## src/design/ctrl_pkg.sv

```systemverilog
package ctrl_pkg;

  // alu function select
  typedef enum logic [2:0] {
    ADD = 3'b000,
    SUB = 3'b001,
    AND = 3'b010,
    OR  = 3'b011,
    XOR = 3'b100,
    SLL = 3'b101,
    SRL = 3'b110,
    SRA = 3'b111
  } alu_sel_e;

  typedef struct packed {
    alu_sel_e   alusel;
    logic [2:0] storecntrl;  // sw sh sb
    logic [4:0] loadcntrl;   // lhu lbu lw lh lb
    logic [3:0] cmpcntrl;    // sltiu slti sltu slt
    logic       branch;
    logic       beq;
    logic       bne;
    logic       blt;
    logic       bge;
    logic       bltu;
    logic       bgeu;
    logic       memread;
    logic       memwrite;
    logic       regwrite;
    logic       alusrc;
    logic       compare;
    logic       auipc;
    logic       lui;
    logic       jal;
    logic       jalr;
    logic       illegal_ins;
    logic [2:0] csrsel;
    logic       csrwrite;
  } control_word_t;

  // one pushed word on its way to a lane
  typedef struct packed {
    logic [31:0] instr;
    logic        hazard;
    logic        squash;
  } dispatch_item_t;

  typedef struct packed {
    logic [7:0]    seq;
    logic [31:0]   instr;
    logic          squashed;
    logic          stalled;
    control_word_t ctrl;
  } decode_result_t;

endpackage

```

## src/design/isa_pkg.sv

```systemverilog
package isa_pkg;

  // base opcodes
  typedef enum logic [6:0] {
    LOAD   = 7'b0000011,
    OP_IMM = 7'b0010011,
    AUIPC  = 7'b0010111,
    STORE  = 7'b0100011,
    OP     = 7'b0110011,
    LUI    = 7'b0110111,
    BRANCH = 7'b1100011,
    JALR   = 7'b1100111,
    JAL    = 7'b1101111,
    SYSTEM = 7'b1110011
  } opcode_e;

  // funct7 selects base or alternate form
  localparam logic [6:0] F7_BASE = 7'h00;
  localparam logic [6:0] F7_ALT  = 7'h20;

  // arithmetic funct3
  localparam logic [2:0] F3_ADD  = 3'b000;
  localparam logic [2:0] F3_SLL  = 3'b001;
  localparam logic [2:0] F3_SLT  = 3'b010;
  localparam logic [2:0] F3_SLTU = 3'b011;
  localparam logic [2:0] F3_XOR  = 3'b100;
  localparam logic [2:0] F3_SR   = 3'b101;
  localparam logic [2:0] F3_OR   = 3'b110;
  localparam logic [2:0] F3_AND  = 3'b111;

  // load and store widths
  localparam logic [2:0] F3_B  = 3'b000;
  localparam logic [2:0] F3_H  = 3'b001;
  localparam logic [2:0] F3_W  = 3'b010;
  localparam logic [2:0] F3_BU = 3'b100;
  localparam logic [2:0] F3_HU = 3'b101;

  // branch conditions, as this core numbers them
  localparam logic [2:0] F3_BEQ  = 3'b000;
  localparam logic [2:0] F3_BNE  = 3'b001;
  localparam logic [2:0] F3_BLT  = 3'b010;
  localparam logic [2:0] F3_BGE  = 3'b011;
  localparam logic [2:0] F3_BLTU = 3'b100;
  localparam logic [2:0] F3_BGEU = 3'b101;

  typedef struct packed {
    logic [6:0] funct7;
    logic [4:0] rs2;
    logic [4:0] rs1;
    logic [2:0] funct3;
    logic [4:0] rd;
    logic [6:0] opcode;
  } instr_fields_t;

endpackage
```

## src/design/decode_cluster.sv

```systemverilog
module decode_cluster #(
  parameter int NUM_LANES = 4
)
(
  input  logic                     clk,
  input  logic                     reset,
  input  logic                     psel,
  input  logic                     penable,
  input  logic                     pwrite,
  input  logic [3:0]               paddr,
  input  logic [31:0]              pwdata,
  output logic [31:0]              prdata,
  output logic                     pready,
  output logic                     pslverr,
  output ctrl_pkg::decode_result_t out_result,
  output logic                     out_valid,
  input  logic                     out_ready
);

  import ctrl_pkg::*;

  dispatch_item_t lane_item;
  logic           lane_valid [NUM_LANES];
  logic           lane_ready [NUM_LANES];
  decode_result_t lane_result [NUM_LANES];
  logic           lane_done [NUM_LANES];
  logic           lane_take [NUM_LANES];
  logic           retire;

  decode_dispatch #(.NUM_LANES(NUM_LANES)) u_dispatch
  (
    .clk        (clk),
    .reset      (reset),
    .psel       (psel),
    .penable    (penable),
    .pwrite     (pwrite),
    .paddr      (paddr),
    .pwdata     (pwdata),
    .prdata     (prdata),
    .pready     (pready),
    .pslverr    (pslverr),
    .lane_item  (lane_item),
    .lane_valid (lane_valid),
    .lane_ready (lane_ready),
    .retire     (retire)
  );

  // every lane sees the same item, only the addressed one accepts
  for (genvar i = 0; i < NUM_LANES; i++)
  begin : gen_lane
    decode_lane u_lane
    (
      .clk      (clk),
      .reset    (reset),
      .item     (lane_item),
      .in_valid (lane_valid[i]),
      .in_ready (lane_ready[i]),
      .result   (lane_result[i]),
      .done     (lane_done[i]),
      .take     (lane_take[i])
    );
  end

  decode_collect #(.NUM_LANES(NUM_LANES)) u_collect
  (
    .clk         (clk),
    .reset       (reset),
    .lane_result (lane_result),
    .lane_done   (lane_done),
    .lane_take   (lane_take),
    .out_result  (out_result),
    .out_valid   (out_valid),
    .out_ready   (out_ready),
    .retire      (retire)
  );

endmodule

```

## src/design/decode_collect.sv

```systemverilog
module decode_collect #(
  parameter int NUM_LANES = 4
)
(
  input  logic                     clk,
  input  logic                     reset,
  input  ctrl_pkg::decode_result_t lane_result [NUM_LANES],
  input  logic                     lane_done [NUM_LANES],
  output logic                     lane_take [NUM_LANES],
  output ctrl_pkg::decode_result_t out_result,
  output logic                     out_valid,
  input  logic                     out_ready,
  output logic                     retire
);

  typedef logic [$clog2(NUM_LANES)-1:0] lane_id_t;

  lane_id_t   ptr;
  logic [7:0] seq;
  logic       take;

  //////////////////////////////////////////////////////////////////////
  // head lane selection
  //////////////////////////////////////////////////////////////////////

  // pointer follows issue order, so only the head lane may move
  assign take   = lane_done[ptr] && (!out_valid || out_ready);
  assign retire = out_valid && out_ready;

  always_comb
  begin
    for (int i = 0; i < NUM_LANES; i++)
      lane_take[i] = take && (lane_id_t'(i) == ptr);
  end

  //////////////////////////////////////////////////////////////////////
  // output register
  //////////////////////////////////////////////////////////////////////

  always_ff @(posedge clk)
  begin
    if (reset)
    begin
      ptr       <= '0;
      seq       <= 8'h0;
      out_valid <= 1'b0;
    end
    else
    begin
      if (take)
      begin
        ptr       <= ptr + 1'b1;
        seq       <= seq + 8'd1;
        out_valid <= 1'b1;
      end
      else if (out_ready)
        out_valid <= 1'b0;
    end
  end

  // held while the stream is stalled
  always_ff @(posedge clk)
  begin
    if (take)
    begin
      out_result     <= lane_result[ptr];
      out_result.seq <= seq;
    end
  end

endmodule

```

## src/design/decode_dispatch.sv

```systemverilog
module decode_dispatch #(
  parameter int NUM_LANES = 4
)
(
  input  logic                     clk,
  input  logic                     reset,
  input  logic                     psel,
  input  logic                     penable,
  input  logic                     pwrite,
  input  logic [3:0]               paddr,
  input  logic [31:0]              pwdata,
  output logic [31:0]              prdata,
  output logic                     pready,
  output logic                     pslverr,
  output ctrl_pkg::dispatch_item_t lane_item,
  output logic                     lane_valid [NUM_LANES],
  input  logic                     lane_ready [NUM_LANES],
  input  logic                     retire
);

  import isa_pkg::*;

  typedef logic [$clog2(NUM_LANES)-1:0] lane_id_t;

  // lanes plus the output register
  localparam int CNT_W = $clog2(NUM_LANES + 2);

  localparam logic [3:0] ADDR_INSTR  = 4'h0;
  localparam logic [3:0] ADDR_CTRL   = 4'h4;
  localparam logic [3:0] ADDR_STATUS = 4'h8;

  lane_id_t         ptr;
  logic             squash;
  logic             prev_load;
  logic [4:0]       prev_rd;
  logic [CNT_W-1:0] in_flight;
  instr_fields_t    fields;
  logic             access;
  logic             instr_wr;
  logic             ctrl_wr;
  logic             status_rd;
  logic             issue;
  logic             hazard;

  //////////////////////////////////////////////////////////////////////
  // apb decode
  //////////////////////////////////////////////////////////////////////

  assign access    = psel && penable;
  assign instr_wr  = access && pwrite && (paddr == ADDR_INSTR);
  assign ctrl_wr   = access && pwrite && (paddr == ADDR_CTRL);
  assign status_rd = access && !pwrite && (paddr == ADDR_STATUS);
  assign issue     = instr_wr && lane_ready[ptr];

  // only a push to a busy lane waits
  assign pready  = access && (!instr_wr || lane_ready[ptr]);
  assign pslverr = access && !(instr_wr || ctrl_wr || status_rd);
  assign prdata  = status_rd ? 32'(in_flight) : 32'h0;

  //////////////////////////////////////////////////////////////////////
  // load-use check and issue
  //////////////////////////////////////////////////////////////////////

  assign fields = instr_fields_t'(pwdata);

  // previous word loads a register this one reads
  assign hazard = prev_load && (prev_rd != 5'd0) &&
                  ((prev_rd == fields.rs1) || (prev_rd == fields.rs2));

  assign lane_item = '{instr: pwdata, hazard: hazard, squash: squash};

  always_comb
  begin
    for (int i = 0; i < NUM_LANES; i++)
      lane_valid[i] = instr_wr && (lane_id_t'(i) == ptr);
  end

  always_ff @(posedge clk)
  begin
    if (reset)
    begin
      ptr       <= '0;
      squash    <= 1'b0;
      prev_load <= 1'b0;
      in_flight <= '0;
    end
    else
    begin
      if (issue)
      begin
        ptr       <= ptr + 1'b1;
        squash    <= 1'b0;
        prev_load <= (fields.opcode == LOAD);
      end
      else if (ctrl_wr && pwdata[0])
        squash <= 1'b1;
      in_flight <= in_flight + CNT_W'(issue) - CNT_W'(retire);
    end
  end

  always_ff @(posedge clk)
  begin
    if (issue)
      prev_rd <= fields.rd;
  end

endmodule

```

## src/design/decode_lane.sv

```systemverilog
module decode_lane
(
  input  logic                     clk,
  input  logic                     reset,
  input  ctrl_pkg::dispatch_item_t item,
  input  logic                     in_valid,
  output logic                     in_ready,
  output ctrl_pkg::decode_result_t result,
  output logic                     done,
  input  logic                     take
);

  import isa_pkg::*;
  import ctrl_pkg::*;

  instr_fields_t fields;
  control_word_t ctrl;
  logic          ins_zero;
  logic          accept;

  assign fields   = instr_fields_t'(item.instr);
  assign ins_zero = (item.instr == 32'h0);

  // free again in the cycle the collector takes the result
  assign in_ready = !done || take;
  assign accept   = in_valid && in_ready;

  control_decode u_decode
  (
    .fields   (fields),
    .ins_zero (ins_zero),
    .flush    (item.squash),
    .hazard   (item.hazard),
    .ctrl     (ctrl)
  );

  always_ff @(posedge clk)
  begin
    if (reset)
      done <= 1'b0;
    else if (accept)
      done <= 1'b1;
    else if (take)
      done <= 1'b0;
  end

  // seq is stamped later by the collector
  always_ff @(posedge clk)
  begin
    if (accept)
    begin
      result.seq      <= 8'h0;
      result.instr    <= item.instr;
      result.squashed <= item.squash;
      result.stalled  <= item.squash || item.hazard || ins_zero;
      result.ctrl     <= ctrl;
    end
  end

endmodule

```

## src/design/control_decode.sv

```systemverilog
module control_decode
(
  input  isa_pkg::instr_fields_t  fields,
  input  logic                    ins_zero,
  input  logic                    flush,
  input  logic                    hazard,
  output ctrl_pkg::control_word_t ctrl
);

  import isa_pkg::*;
  import ctrl_pkg::*;

  control_word_t raw;
  logic          stall;

  assign stall = flush || hazard || ins_zero;

  //////////////////////////////////////////////////////////////////////
  // opcode table, before stall and flush
  //////////////////////////////////////////////////////////////////////

  always_comb
  begin
    raw = '0;
    unique case (fields.opcode)
      LOAD:
      begin
        raw.memread  = 1'b1;
        raw.regwrite = 1'b1;
        raw.alusrc   = 1'b1;
        raw.alusel   = ADD;
        case (fields.funct3)
          F3_B:    raw.loadcntrl = 5'b00001;
          F3_H:    raw.loadcntrl = 5'b00010;
          F3_W:    raw.loadcntrl = 5'b00100;
          F3_BU:   raw.loadcntrl = 5'b01000;
          F3_HU:   raw.loadcntrl = 5'b10000;
          default: raw.illegal_ins = 1'b1;
        endcase
      end
      OP:
      begin
        raw.regwrite = 1'b1;
        case ({fields.funct7, fields.funct3})
          {F7_BASE, F3_ADD}: raw.alusel = ADD;
          {F7_ALT, F3_ADD}:  raw.alusel = SUB;
          {F7_BASE, F3_SLL}: raw.alusel = SLL;
          {F7_BASE, F3_SLT}:
          begin
            raw.compare  = 1'b1;
            raw.cmpcntrl = 4'b0001;
          end
          {F7_BASE, F3_SLTU}:
          begin
            raw.compare  = 1'b1;
            raw.cmpcntrl = 4'b0010;
          end
          {F7_BASE, F3_XOR}: raw.alusel = XOR;
          {F7_BASE, F3_SR}:  raw.alusel = SRL;
          {F7_ALT, F3_SR}:   raw.alusel = SRA;
          {F7_BASE, F3_OR}:  raw.alusel = OR;
          {F7_BASE, F3_AND}: raw.alusel = AND;
          default:           raw.illegal_ins = 1'b1;
        endcase
      end
      OP_IMM:
      begin
        raw.regwrite = 1'b1;
        raw.alusrc   = 1'b1;
        case (fields.funct3)
          F3_ADD: raw.alusel = ADD;
          F3_SLL:
          begin
            // shamt is 5 bits, upper funct7 must be clear
            if (fields.funct7 == F7_BASE)
              raw.alusel = SLL;
            else
              raw.illegal_ins = 1'b1;
          end
          F3_SLT:
          begin
            raw.compare  = 1'b1;
            raw.cmpcntrl = 4'b0100;
          end
          F3_SLTU:
          begin
            raw.compare  = 1'b1;
            raw.cmpcntrl = 4'b1000;
          end
          F3_XOR: raw.alusel = XOR;
          F3_SR:
          begin
            if (fields.funct7 == F7_BASE)
              raw.alusel = SRL;
            else if (fields.funct7 == F7_ALT)
              raw.alusel = SRA;
            else
              raw.illegal_ins = 1'b1;
          end
          F3_OR:   raw.alusel = OR;
          default: raw.alusel = AND;
        endcase
      end
      STORE:
      begin
        raw.memwrite = 1'b1;
        raw.alusrc   = 1'b1;
        raw.alusel   = ADD;
        case (fields.funct3)
          F3_B:    raw.storecntrl = 3'b001;
          F3_H:    raw.storecntrl = 3'b010;
          F3_W:    raw.storecntrl = 3'b100;
          default: raw.illegal_ins = 1'b1;
        endcase
      end
      BRANCH:
      begin
        raw.branch = 1'b1;
        case (fields.funct3)
          F3_BEQ:  raw.beq = 1'b1;
          F3_BNE:  raw.bne = 1'b1;
          F3_BLT:  raw.blt = 1'b1;
          F3_BGE:  raw.bge = 1'b1;
          F3_BLTU: raw.bltu = 1'b1;
          F3_BGEU: raw.bgeu = 1'b1;
          default: raw.illegal_ins = 1'b1;
        endcase
      end
      JAL:
      begin
        raw.jal      = 1'b1;
        raw.regwrite = 1'b1;
      end
      JALR:
      begin
        raw.jalr     = 1'b1;
        raw.regwrite = 1'b1;
      end
      LUI:
      begin
        raw.lui      = 1'b1;
        raw.alusrc   = 1'b1;
        raw.regwrite = 1'b1;
      end
      AUIPC:
      begin
        raw.auipc    = 1'b1;
        raw.alusrc   = 1'b1;
        raw.regwrite = 1'b1;
      end
      SYSTEM:
      begin
        raw.csrsel   = fields.funct3;
        raw.regwrite = 1'b1;
        raw.csrwrite = 1'b1;
        // csrrwi, csrrsi, csrrci take the zimm operand
        raw.alusrc   = fields.funct3[2];
      end
      default:
        raw.illegal_ins = 1'b1;
    endcase
  end

  //////////////////////////////////////////////////////////////////////
  // stall and flush masking
  //////////////////////////////////////////////////////////////////////

  always_comb
  begin
    ctrl = raw;
    // no architectural write from a stalled slot
    ctrl.regwrite    = raw.regwrite && !stall;
    ctrl.memwrite    = raw.memwrite && !stall;
    ctrl.csrwrite    = raw.csrwrite && !stall;
    // squashed word redirects nothing and traps on nothing
    ctrl.branch      = raw.branch && !flush;
    ctrl.jal         = raw.jal && !flush;
    ctrl.jalr        = raw.jalr && !flush;
    ctrl.illegal_ins = raw.illegal_ins && !flush;
  end

endmodule

```

## config.mk

```make
export PLATFORM = sky130hd
export DESIGN_NAME = decode_cluster
export DESIGN_NICKNAME = d
export VERILOG_FILES = /design/src/design/ctrl_pkg.sv /design/src/design/isa_pkg.sv /design/src/design/decode_cluster.sv /design/src/design/decode_collect.sv /design/src/design/decode_dispatch.sv /design/src/design/decode_lane.sv /design/src/design/control_decode.sv
export SDC_FILE = /design/constraint.sdc
export NUM_CORES = 1
export LEC_CHECK = 0
export ABC_AREA = 1
export CAP_MARGIN = 15
export CORE_ASPECT_RATIO = 0.8
export CORE_UTILIZATION = 30
export DETAILED_ROUTE_END_ITERATION = 6
export DONT_BUFFER_PORTS = 1
export PLACE_DENSITY = 0.46
export SYNTH_ARGS = -nofsm -noshare
export SYNTH_HDL_FRONTEND = slang
export SYNTH_HIERARCHICAL = 1
export SYNTH_SLANG_ARGS = --single-unit
```

## constraint.sdc

```tcl
create_clock -name clk -period 15.3 [get_ports clk]
set_clock_uncertainty 0.15 [all_clocks]
set_input_delay 1.53 -clock clk [delete_from_list [all_inputs] [get_ports clk]]
set_output_delay 1.53 -clock clk [all_outputs]
set_load 0.02 [all_outputs]
```

==> out/qor.txt <==
Root Driver: clkbuf_16
Antenna violations before repair: 0
DR pass1 iterations: 5
Required time of the worst setup path: 13.62 ns
Largest net degree at the start of global routing: 100
Starting Density: 30.3%
Cell Pwr Density: 123 nW/um^2
Die Area: 62800 um^2
Area Overhead vs Synth: 9.87%
Max-slew violation count: 0
Nets: 1873
Worst setup SP type: flop
Finish-stage setup viols: 0
Clock-pin slew on the worst setup and hold paths: 0.06 ns
Antenna-violating nets left: 0
Clock Latency Late Sink: 0.58 ns
Avg WL per Cell: 20.0 um
Setup TNS Final: 0 ns
Clock network fraction of design power: 40.5%
Placer Congestion: 0.888
Fmax: 175 MHz
Critical Path Sink Type: primary output
WS Path Type: reg2out
Setup Buffers After CTS: 0
Via count: 13000
Clock Tree Buf Depth: 3
Core area: 61100 um^2
Grt total ovfl: 0
CP bufs+invs: 3
Num Clock Sinks: 385
Fraction of the cycle the final worst path needs: 37.3%
Warnings, synthesis: 6
Post-DP HPWL: 33900 um
WP data arrival: 4.03 ns
PortBufs: 0
Leakage: 7.37 nW
Post_cts resized: 0
RSZ-0062 raised after global routing: no
Drc violations: 0
Num rows: 81
Status: complete, no violations
Worst rel slew slack: 24.9%
P_sw: 664 uW
Placed cells: 2603
CTS Buf Count: 44
Peak VDD IR: 0.0765 mV
Crit path cell chain: buf_4, inv_4, nand2_1, nand3_4, nand3_4, nor2_1, inv_1, nand2_1, nand2_1, nand3_1, nand2_1, a21oi_1
Layout Cells excl Fill: 2684
CP max stage delay: 0.85 ns
DRT iter0 DRCs: 1111
Syn Inst Count: 1858
Worst-path maximum fanout: 95
Post-synth design cell area: 18500 um^2
Cell mode on critical path: nand2_1
Worst-margin pin slew: 1.13 ns
Htree depth: 2
CTS hold repair buffers: 0
Final Hold Slack: 0.294 ns
Comb power frac: 10.0%
Ports: 155
Flop pwr share: 49.5%
Sw Share: 26.6%
Die W: 280 um
First-pass GRT wire length: 79700 um
CTS tree: yes
Final hold vios: 0
Crit path max-delay family: buffers and inverters
Post-layout util: 33.3%
DIE HEIGHT: 224 um
Share of cells above drive strength 1: 11.1%
Drt via density: 4.85
Final min period: 5.71 ns
Total Wirelength: 53600 um
Slowest cell on crit path: buf_4
Max Cap Viol: 0
Synthesized area per cell: 9.97 um^2
HP Class: reg2reg
GR Util All Layers: 17.0%
Diodes inserted: 0
Vias in the first global route: 12200
Internal power: 1.83 mW
## area by class of cell
class	count	area, um^2
inverters	126	483
multi-input cells	1251	6050
repair buffers	11	82.6
clock buffers	53	1160
flip-flops and latches	385	11300
fillers	6229	40800
well taps	830	1040
clock inverters	28	203
## metal layers
layer  up-vias  global-route usage, %  share of wire (%)
met5         -                      0                  0
met4         0                   4.35                1.7
met3        59                   4.41                7.6
met2       388                   25.3                 43
met1      6413                   24.3                 48
li1       6166                      -                  -
## power groups by stage
stage               Clock, mW  Sequential, mW  Combinational (mW)
global placement            0            1.26               0.249
finish                   1.01            1.24               0.249
CTS                      1.04            1.24               0.253
floorplan                   0            1.25               0.209
global route             1.08            1.24               0.279
detailed placement          0            1.26               0.251
## path summary, 6_finish.rpt
path | from | endpoint | slack [ns] | depth (start not counted)
worst min-delay path | u_dispatch/squash$_SDFFE_PP0P_ | u_dispatch/squash$_SDFFE_PP0P_ | 0.29 | 2
worst min register to register | u_dispatch/squash$_SDFFE_PP0P_ | u_dispatch/squash$_SDFFE_PP0P_ | 0.29 | 2
worst max-delay path | u_collect/ptr[0]$_SDFFE_PP0P_ | pready | 9.59 | 12
worst max register to register | u_collect/ptr[0]$_SDFFE_PP0P_ | u_dispatch/in_flight[2]$_SDFF_PP0_ | 10.71 | 19
## per-stage QoR
| step | worst slack (ns) | cell area (um^2) | total power [mW] |
|---|---|---|---|
| 2_1_floorplan | 9.18 | 18600 | 1.45 |
| 5_1_grt | 9.18 | 20400 | 2.60 |
| 4_1_cts | 9.44 | 20400 | 2.53 |
| 3_3_place_gp | 10.17 | 19000 | 1.51 |
| 6_report | 9.59 | 20400 | 2.50 |
| 3_5_place_dp | 10.07 | 19000 | 1.51 |
## sequential cells by signal, summed over array words and instances (netlist names)
register                cells
u_collect/ptr               2
u_dispatch/prev_load        1
u_dispatch/squash           1
u_collect/seq               8
u_collect/out_result       78
u_dispatch/in_flight        3
u_dispatch/prev_rd          5
u_collect/out_valid         1
gen_lane.u_lane/done        4
u_dispatch/ptr              2
gen_lane.u_lane/result    280
## worst min-delay path, cell delays in order (launching register included)
cell,delay [ns]
dfxtp_1,0.30
inv_1,0.05
a21oi_1,0.05
## cell usage in the layout (no fill, tap or decap), drive strengths merged, types with 4 or more instances in the layout
master and instances:
conb 29, nand4 16, edfxtp 363, clkinv 20, o21ai 161, nand3b 5, buf 11, nand3 73
inv 129, nand2 303, o22ai 70, nor2 491, xnor2 5, a21oi 40, or3 4, dfxtp 22
clkbuf 53, nor3 26, ha 11
Note: power is estimated with default switching activity, not from simulation.
